$ cat src/adapter_pkg.sv
// Die-to-die link adapter package
// Lane and flit widths, stream and protocol encodings, sequencer states
package adapter_pkg;

  ////////////////////
  // Widths
  ////////////////////

  // Number of PHY lanes
  localparam int aib_lanes = 4;

  // One flit per transfer
  localparam int flit_width = 64;

  // One bit per lane, for transfer enables and adapter resets
  typedef logic [aib_lanes-1:0] lane_vec_t;

  typedef logic [flit_width-1:0] flit_t;

  ////////////////////
  // Encodings
  ////////////////////

  // One-hot stream IDs on the link layer side
  typedef enum logic [2:0] {
    stream_mem_cache = 3'b001,
    stream_io        = 3'b010,
    stream_arb_mux   = 3'b100
  } stream_id_e;

  // Protocol IDs on the PHY side, code 3 is unused
  typedef enum logic [1:0] {
    protid_cache   = 2'd0,
    protid_io      = 2'd1,
    protid_arb_mux = 2'd2
  } protid_e;

  // Bring-up sequencer states
  typedef enum logic [2:0] {
    ctl_idle          = 3'd0,
    ctl_phy_init      = 3'd1,
    ctl_cfg           = 3'd2,
    ctl_calib         = 3'd3,
    ctl_wait_ca_align = 3'd4,
    ctl_link_up       = 3'd5
  } ctl_state_e;

endpackage

$ cat src/link_bringup_fsm.sv
// Link bring-up sequencer
// Raises MAC ready, releases lane resets, marks TX/RX online and waits for alignment
`timescale 1ns/1ps

module link_bringup_fsm (
  input  logic                   com_clk,
  input  logic                   rst_n,
  input  logic                   i_conf_done,
  input  adapter_pkg::lane_vec_t ms_tx_transfer_en,
  input  adapter_pkg::lane_vec_t ms_rx_transfer_en,
  input  adapter_pkg::lane_vec_t sl_tx_transfer_en,
  input  adapter_pkg::lane_vec_t sl_rx_transfer_en,
  input  logic                   align_done,
  output logic                   ns_mac_rdy,
  output adapter_pkg::lane_vec_t ns_adapter_rstn,
  output logic                   tx_online,
  output logic                   rx_online,
  output logic                   link_up
);

  import adapter_pkg::*;

  ctl_state_e ctl_state;
  ctl_state_e ctl_state_nxt;

  logic      mac_rdy_nxt;
  lane_vec_t adapter_rstn_nxt;
  logic      online_nxt;
  logic      all_xfer_en;

  // Every lane enabled in both directions on both sides
  assign all_xfer_en = (&ms_tx_transfer_en) & (&ms_rx_transfer_en) &
                       (&sl_tx_transfer_en) & (&sl_rx_transfer_en);

  ////////////////////
  // Next state
  ////////////////////

  always_comb begin
    ctl_state_nxt    = ctl_state;
    mac_rdy_nxt      = ns_mac_rdy;
    adapter_rstn_nxt = ns_adapter_rstn;
    online_nxt       = tx_online;

    case (ctl_state)
      ctl_idle: begin
        ctl_state_nxt = ctl_phy_init;
      end
      ctl_phy_init: begin
        // Hold until the PHY config is loaded
        if (i_conf_done) begin
          mac_rdy_nxt   = 1'b1;
          ctl_state_nxt = ctl_cfg;
        end
      end
      ctl_cfg: begin
        // Release all lane adapters together
        adapter_rstn_nxt = '1;
        ctl_state_nxt    = ctl_calib;
      end
      ctl_calib: begin
        if (all_xfer_en) begin
          online_nxt    = 1'b1;
          ctl_state_nxt = ctl_wait_ca_align;
        end
      end
      ctl_wait_ca_align: begin
        if (align_done) begin
          ctl_state_nxt = ctl_link_up;
        end
      end
      ctl_link_up: begin
        // Only reset leaves link up
        ctl_state_nxt = ctl_link_up;
      end
      default: begin
        ctl_state_nxt = ctl_idle;
      end
    endcase
  end

  ////////////////////
  // State and outputs
  ////////////////////

  always_ff @(posedge com_clk or negedge rst_n) begin
    if (!rst_n) begin
      ctl_state       <= ctl_idle;
      ns_mac_rdy      <= 1'b0;
      ns_adapter_rstn <= '0;
      tx_online       <= 1'b0;
      rx_online       <= 1'b0;
      link_up         <= 1'b0;
    end else begin
      ctl_state       <= ctl_state_nxt;
      ns_mac_rdy      <= mac_rdy_nxt;
      ns_adapter_rstn <= adapter_rstn_nxt;
      tx_online       <= online_nxt;
      rx_online       <= online_nxt;
      // Registered with the state so it tracks ctl_link_up exactly
      link_up         <= (ctl_state_nxt == ctl_link_up);
    end
  end

  ////////////////////
  // Assertions
  ////////////////////

  // Lanes come out of reset only once the MAC is ready
  a_rstn_after_mac_rdy : assert property (
    @(posedge com_clk) disable iff (!rst_n)
    (|ns_adapter_rstn) |-> ns_mac_rdy
  );

  a_link_up_online : assert property (
    @(posedge com_clk) disable iff (!rst_n)
    link_up |-> (tx_online && rx_online)
  );

  // Bring-up outputs never drop without reset, so link up is terminal
  a_outputs_sticky : assert property (
    @(posedge com_clk) disable iff (!rst_n)
    !$fell(ns_mac_rdy) && !$fell(tx_online) && !$fell(rx_online) && !$fell(link_up)
  );

endmodule

$ cat src/dstrm_path.sv
// Downstream path, link layer to PHY
// Registers the flit and maps the one-hot stream ID to a protocol ID
`timescale 1ns/1ps

module dstrm_path (
  input  logic                    com_clk,
  input  logic                    rst_n,
  input  logic                    link_up,
  input  logic                    lp_irdy,
  input  adapter_pkg::flit_t      lp_data,
  input  adapter_pkg::stream_id_e lp_stream,
  output adapter_pkg::flit_t      dstrm_data,
  output adapter_pkg::protid_e    dstrm_protid,
  output logic                    dstrm_valid
);

  import adapter_pkg::*;

  protid_e protid;

  // Stream to protocol, unknown codes fall back to cache
  always_comb begin
    case (lp_stream)
      stream_mem_cache: protid = protid_cache;
      stream_io:        protid = protid_io;
      stream_arb_mux:   protid = protid_arb_mux;
      default:          protid = protid_cache;
    endcase
  end

  ////////////////////
  // Output register
  ////////////////////

  always_ff @(posedge com_clk or negedge rst_n) begin
    if (!rst_n) begin
      dstrm_data   <= '0;
      dstrm_protid <= protid_cache;
      dstrm_valid  <= 1'b0;
    end else begin
      dstrm_data   <= lp_data;
      dstrm_protid <= protid;
      // Transfers ahead of link up are dropped
      dstrm_valid  <= lp_irdy & link_up;
    end
  end

  ////////////////////
  // Assertions
  ////////////////////

  // Link up from the sequencer is still high while a flit goes out
  a_valid_needs_link : assert property (
    @(posedge com_clk) disable iff (!rst_n)
    dstrm_valid |-> link_up
  );

endmodule

$ cat src/ustrm_path.sv
// Upstream path, PHY to link layer
// Registers the flit and maps the protocol ID back to a one-hot stream ID
`timescale 1ns/1ps

module ustrm_path (
  input  logic                    com_clk,
  input  logic                    rst_n,
  input  logic                    ustrm_valid,
  input  adapter_pkg::flit_t      ustrm_data,
  input  adapter_pkg::protid_e    ustrm_protid,
  output adapter_pkg::flit_t      pl_data,
  output logic                    pl_valid,
  output adapter_pkg::stream_id_e pl_stream
);

  import adapter_pkg::*;

  stream_id_e stream;

  // Protocol to stream, code 3 lands on mem/cache
  always_comb begin
    case (ustrm_protid)
      protid_cache:   stream = stream_mem_cache;
      protid_io:      stream = stream_io;
      protid_arb_mux: stream = stream_arb_mux;
      default:        stream = stream_mem_cache;
    endcase
  end

  always_ff @(posedge com_clk or negedge rst_n) begin
    if (!rst_n) begin
      pl_data   <= '0;
      pl_valid  <= 1'b0;
      // All zero until the first edge out of reset
      pl_stream <= stream_id_e'(3'b000);
    end else begin
      pl_data   <= ustrm_data;
      pl_valid  <= ustrm_valid;
      pl_stream <= stream;
    end
  end

  // One-hot from the first registered value on
  a_stream_onehot : assert property (
    @(posedge com_clk) disable iff (!rst_n)
    $past(rst_n) |-> $onehot(pl_stream)
  );

endmodule

$ cat src/lpif_adapter_top.sv
// Die-to-die link adapter control, top level
// Bring-up sequencer plus registered downstream and upstream paths
`timescale 1ns/1ps

module lpif_adapter_top (
  input  logic                               com_clk,
  input  logic                               rst_n,

  // PHY bring-up
  input  logic                               i_conf_done,
  input  logic [adapter_pkg::aib_lanes-1:0]  ms_tx_transfer_en,
  input  logic [adapter_pkg::aib_lanes-1:0]  ms_rx_transfer_en,
  input  logic [adapter_pkg::aib_lanes-1:0]  sl_tx_transfer_en,
  input  logic [adapter_pkg::aib_lanes-1:0]  sl_rx_transfer_en,
  input  logic                               align_done,
  output logic                               ns_mac_rdy,
  output logic [adapter_pkg::aib_lanes-1:0]  ns_adapter_rstn,
  output logic                               tx_online,
  output logic                               rx_online,
  output logic                               link_up,
  output logic                               pl_trdy,

  // Link layer to PHY
  input  logic                               lp_irdy,
  input  logic [adapter_pkg::flit_width-1:0] lp_data,
  input  logic [2:0]                         lp_stream,
  output logic [adapter_pkg::flit_width-1:0] dstrm_data,
  output logic [1:0]                         dstrm_protid,
  output logic                               dstrm_valid,

  // PHY to link layer
  input  logic                               ustrm_valid,
  input  logic [adapter_pkg::flit_width-1:0] ustrm_data,
  input  logic [1:0]                         ustrm_protid,
  output logic [adapter_pkg::flit_width-1:0] pl_data,
  output logic                               pl_valid,
  output logic [2:0]                         pl_stream
);

  import adapter_pkg::*;

  // Link layer may send once link up is reached
  assign pl_trdy = link_up;

  link_bringup_fsm u_bringup (
    .com_clk           (com_clk),
    .rst_n             (rst_n),
    .i_conf_done       (i_conf_done),
    .ms_tx_transfer_en (ms_tx_transfer_en),
    .ms_rx_transfer_en (ms_rx_transfer_en),
    .sl_tx_transfer_en (sl_tx_transfer_en),
    .sl_rx_transfer_en (sl_rx_transfer_en),
    .align_done        (align_done),
    .ns_mac_rdy        (ns_mac_rdy),
    .ns_adapter_rstn   (ns_adapter_rstn),
    .tx_online         (tx_online),
    .rx_online         (rx_online),
    .link_up           (link_up)
  );

  // Raw codes pass in unchanged, illegal ones included
  dstrm_path u_dstrm (
    .com_clk      (com_clk),
    .rst_n        (rst_n),
    .link_up      (link_up),
    .lp_irdy      (lp_irdy),
    .lp_data      (lp_data),
    .lp_stream    (stream_id_e'(lp_stream)),
    .dstrm_data   (dstrm_data),
    .dstrm_protid (dstrm_protid),
    .dstrm_valid  (dstrm_valid)
  );

  ustrm_path u_ustrm (
    .com_clk      (com_clk),
    .rst_n        (rst_n),
    .ustrm_valid  (ustrm_valid),
    .ustrm_data   (ustrm_data),
    .ustrm_protid (protid_e'(ustrm_protid)),
    .pl_data      (pl_data),
    .pl_valid     (pl_valid),
    .pl_stream    (pl_stream)
  );

endmodule

$ cat config.mk
export PLATFORM = sky130hd
export DESIGN_NAME = lpif_adapter_top
export DESIGN_NICKNAME = d
export VERILOG_FILES = /design/src/adapter_pkg.sv /design/src/link_bringup_fsm.sv /design/src/dstrm_path.sv /design/src/ustrm_path.sv /design/src/lpif_adapter_top.sv
export SDC_FILE = /design/constraint.sdc
export NUM_CORES = 1
export LEC_CHECK = 0
export ABC_AREA = 1
export BUFFER_PORTS_ARGS = -buffer_cell sky130_fd_sc_hd__clkbuf_2
export CELL_PAD_IN_SITES_DETAIL_PLACEMENT = 1
export CELL_PAD_IN_SITES_GLOBAL_PLACEMENT = 1
export CORE_AREA = 2 2 115 117
export CTS_BUF_LIST = sky130_fd_sc_hd__clkbuf_2 sky130_fd_sc_hd__clkbuf_4 sky130_fd_sc_hd__clkbuf_8
export DETAILED_ROUTE_END_ITERATION = 7
export DIE_AREA = 0 0 117 119
export GPL_TIMING_DRIVEN = 0
export PLACE_DENSITY = 0.91
export RECOVER_POWER = 100
export SKIP_CTS_REPAIR_TIMING = 1
export SYNTH_ARGS = -nofsm -noshare
export SYNTH_HDL_FRONTEND = slang
export SYNTH_SLANG_ARGS = --single-unit
$ cat constraint.sdc
create_clock -name com_clk -period 2.65 [get_ports com_clk]
set_clock_uncertainty 0.05 [all_clocks]
set_input_delay 0.265 -clock com_clk [delete_from_list [all_inputs] [get_ports com_clk]]
set_output_delay 0.265 -clock com_clk [all_outputs]
set_load 0.03 [all_outputs]
* Word-level counts from Yosys, hierarchy flattened
Index checks and enable logic that the tools add are counted.
** Word-level totals
- Register bits after elaboration :: 142
- Input port bits :: 155
- Output and inout bits :: 144
- Logic and storage cells :: 38
** Operators by class
- Equality and inequality tests :: 10
- Mux-type cells :: 6
- Bitwise operators :: 4
- Reductions and logical operators :: 7
** Operators with widths (number)
- $pmux W3 S6 :: 1
- $reduce_and A4 Y1 :: 4
- $eq A3 B3 Y1 const B :: 4
- $eq A3 B2 Y1 const B :: 3
- $mux W3 :: 3
- $pmux W3 S2 :: 1
- $and A1 B1 Y1 :: 4
- $pmux W2 S2 :: 1
- $reduce_and A2 Y1 :: 2
- $eq A3 B1 Y1 const B :: 1
- $logic_not A3 Y1 :: 1
- $eq A2 B1 Y1 const B :: 1
- $eq A2 B2 Y1 const B :: 1

* Depth between registers and ports, before layout
- Word-level depth :: 7
- Depth in mapped cells :: 6
- Gate-level depth less buffers :: 6

* Modules after synthesis
From an unflattened synthesis, not the netlist that was laid out.
** Unflattened totals
- Cells, all modules :: 211
- Area total of the unflattened synthesis :: 3886.2 um^2
** By module, submodules not included
- ustrm_path :: instances 1, cells an instance 72, area an instance 1734.2 um^2, seq. area each 1701.6 um^2
- dstrm_path :: instances 1, cells an instance 75, area an instance 1706.6 um^2, seq. area each 1676.6 um^2
- link_bringup_fsm :: instances 1, cells an instance 63, area an instance 437.9 um^2, seq. area each 175.2 um^2
- lpif_adapter_top :: instances 1, cells an instance 1, area an instance 7.5 um^2, seq. area each 0.0 um^2

* Least setup slack after synthesis
OpenSTA, ideal clock, no wires.
- Path kind :: reg-to-output
- From :: reg, netlist name u_bringup.ns_adapter_rstn[0]
- To :: out ns_adapter_rstn[1] in the netlist's numbering
- Arrival :: 0.752 ns
- Path slack :: 1.583 ns
- Cell stages (with the launch flop) :: 2
- Cells stage by stage :: dfrtp_1 buf_4
** RTL lines
- to (decl) :: line lpif_adapter_top.sv:17 : output logic [adapter_pkg::aib_lanes-1:0] ns_adapter_rstn,
No word-level cell between the ends.

==> summary.md <==
| Metric | Value |
|---|---|
| Final min period | 1.85 ns |
| Starting density of the core | 0.300 |
| Max_slew headroom | 0.0512 |
| Final wirelength | 16.8 mm |
| Crit path DAT | 2.36 ns |
| Ratio of cells with drive above 1 in the final layout | 0.273 |
| Post-synthesis async set-or-reset flop share | 1.00 |
| Worst-margin pin slew | 1.42 ns |
| Worst hold path type | in2reg |
| Hold Slack | 0.0702 ns |
| # diodes | 0 |
| Synth cell count leaders | dfrtp_1 (142), nand2_1 (25), nor2_1 (10) |
| Root Driver | clkbuf_8 |
| Gate count after technology mapping | 204 |
| Final Hold Viols | 0 |
| Grt met3 use | 0.0758 |
| Mapped cell area | 3860 um^2 |
| Final nets | 815 |
| CP cell instances | dlygate4sd3_1, clkbuf_2, buf_16 |
| CTS Buf Count | 17 |
| Area Overhead vs Synth | 86.4% |
| Pwr per Cell Area | 680 nW/um^2 |
| Top cells by area, synth | dfrtp_1 (92%), nand2_1 (2.4%), buf_4 (0.97%), nor2_1 (0.97%), inv_1 (0.68%) |
| Core region area | 12900 um^2 |
| CP Buf/Inv Count | 3 |
| Gp weighted congestion | 0.787 |
| Post-synth EDFFs | 0 |
| # port buffers | 298 |
| Post-synth top area share | 0.920 |
| Die area | 13900 um^2 |
| Total number of yosys warnings | 0 |
| Final Cycle Share | 0.697 |
| Cell taking the most area after synthesis | dfrtp_1 |
| CP Capture Type | asynchronous set/reset pin |
| Syn avg cell area | 18.9 um^2 |
| Slew Limit Fails | 0 |
| Post-Syn Nets | 361 |
| First-pass DRT Iterations | 4 |
| Vias/cell | 4.12 |
| Cell with the most instances after synthesis | dfrtp_1 |
| Static Leak | 3.42 nW |
| Met2 Use GR | 0.306 |
| Total GRT Usage | 0.168 |
| Final instance area | 7200 um^2 |
| Sink Count | 142 |
| Initial DRC Count | 121 |
| Status | finished clean |
| Post-synthesis sequential area ratio | 0.920 |
| First-pass GRT wire length | 16.9 mm |
| Grt total ovfl | 0 |
| Slowest CP cell | clkbuf_2 |
| Top Usage Layer GRT | met2 |
| DRC | 0 |
| Placed Area | 5610 um^2 |
| Longest Clk Path Bufs | 2 |
| Global-route met1 utilization | 0.161 |
| WP data required | 3.17 ns |
| Die height | 119 um |
| Netlist cell types | 15 |
| WL/cell | 19.9 um |
| Die X | 117 um |
| Antenna violations before repair | 0 |
| Std-Cell Rows | 42 |
| Ys flop type | dfrtp_1 |
| Largest stage delay, worst path | 1.05 ns |
| Vias in the first global route | 3292 |
| Final ANT Viol Nets | 0 |
| Synth Register Bits | 142 |
| Vias | 3489 |
| RSZ-0062 raised after global routing | no |
| Worst-path clk slew | 0.07 ns |
| Worst VDD drop | 288 uV |
| Fmax | 542 MHz |
| Startpoint types | input pin |
| Io pins | 299 |
| Maxcap violations | 0 |
| WS Path Type | in2async |
| H-Tree Depth | 4 |
| Crit Path Max Fanout | 87 |
| CTS tree | built |
| Final Setup Violations | 0 |
| Largest net degree at the start of global routing | 88 |
| HPWL after detailed placement | 9.50 mm |
| Worst-Skew Late Latency | 0.43 ns |
| CP top delay family | buffers and inverters |
[power breakdown]
group	leakage, nW	switching, mW	internal [mW]
logic	1.55	0.425	0.266
registers	1.65	0.0517	2.27
clock network	0.215	0.839	1.04
total	3.42	1.32	3.58
[flip-flops by register name, indices dropped and copies added (netlist names)]
signal / flops
u_ustrm.pl_stream: 3
u_bringup.link_up: 1
u_bringup.ns_adapter_rstn: 1
u_ustrm.pl_data: 64
u_ustrm.pl_valid: 1
u_dstrm.dstrm_valid: 1
u_bringup.ctl_state: 3
u_bringup.ns_mac_rdy: 1
u_dstrm.dstrm_protid: 2
u_bringup.tx_online: 1
u_dstrm.dstrm_data: 64
[worst paths after layout]
kind | cells past startpoint | startpoint | end | slack [ns]
worst min-delay path | 3 | i_conf_done | u_bringup.ns_mac_rdy | 0.07
min in group asynchronous | 2 | rst_n | u_dstrm.dstrm_data[4] | 0.67
worst max register to register | 4 | u_bringup.ctl_state[0] | u_bringup.ctl_state[0] | 1.56
worst max-delay path | 3 | rst_n | u_dstrm.dstrm_data[31] | 0.80
max in group com_clk | 2 | u_bringup.ns_adapter_rstn[0] | ns_adapter_rstn[2] | 1.04
worst min register to register | 2 | u_bringup.ns_mac_rdy | u_bringup.ns_mac_rdy | 0.44
[kinds of logic after synthesis]
| kind of cell | Yosys count | share of synthesized area |
|---|---|---|
| DFF | 142 | 0.920 |
| and+or+nand+nor | 43 | 0.0483 |
| buffers and inverters | 14 | 0.0185 |
| AOI/OAI and AO/OA | 3 | 0.00648 |
| adders and majority gates | 2 | 0.00648 |
[routing by layer]
metal / wire length, um / up-vias
met5: 0 / -
met1: 5450 / 1722
met3: 1250 / 34
met2: 9570 / 198
li1: - / 1535
met4: 550 / 0
[tightest hold or removal path: stages]
cell      delay, ns
clkbuf_2       0.09
nand4_1        0.11
nand2_1        0.05
[layout by cell type (no fill, tap or decap)]
master,Yosys,final
clkinv_4,0,1
buf_4,5,5
clkinvlp_4,0,2
buf_16,0,1
inv_1,7,7
o21bai_1,1,1
ha_1,2,2
dlygate4sd3_1,0,136
clkinv_1,2,2
nor2_1,10,10
clkbuf_2,0,143
nand4_1,2,2
clkbuf_1,0,155
a31oi_1,1,1
nand3_1,2,2
clkbuf_8,0,21
nor3b_1,2,2
bufinv_16,0,3
clkbuf_4,0,1
dfrtp_1,142,142
nand2_1,25,25
nor2_4,1,1
nand2_2,1,1
clkinv_2,0,2
inv_6,0,1
o21bai_2,1,1
[final cells by class]
type                            count  area (um^2)
Tap cell                          176          220
Inverter                            9         33.8
Buffer                              5         37.5
Clock inverter                      9          133
Sequential cell                   142         3550
Clock buffer                       22          297
Timing Repair Buffer              435         2690
Fill cell                        1437         5680
Multi-Input combinational cell     48          236
[metrics by stage]
stage | utilization | std cells | power [mW] | worst slack, ns | TNS (ns)
after detailed placement | 0.436 | 679 | 2.90 | 1.56 | 0
after floorplan | - | 204 | 2.59 | 1.58 | 0
final | 0.559 | 846 | 4.89 | 0.804 | 0
after global routing | 0.559 | 846 | 5.08 | 0.574 | 0
after global placement | 0.433 | 678 | 2.87 | -0.766 | -107.44
after CTS | 0.469 | 710 | 4.74 | 1.12 | 0
Note: power is estimated with default switching activity, not from simulation.
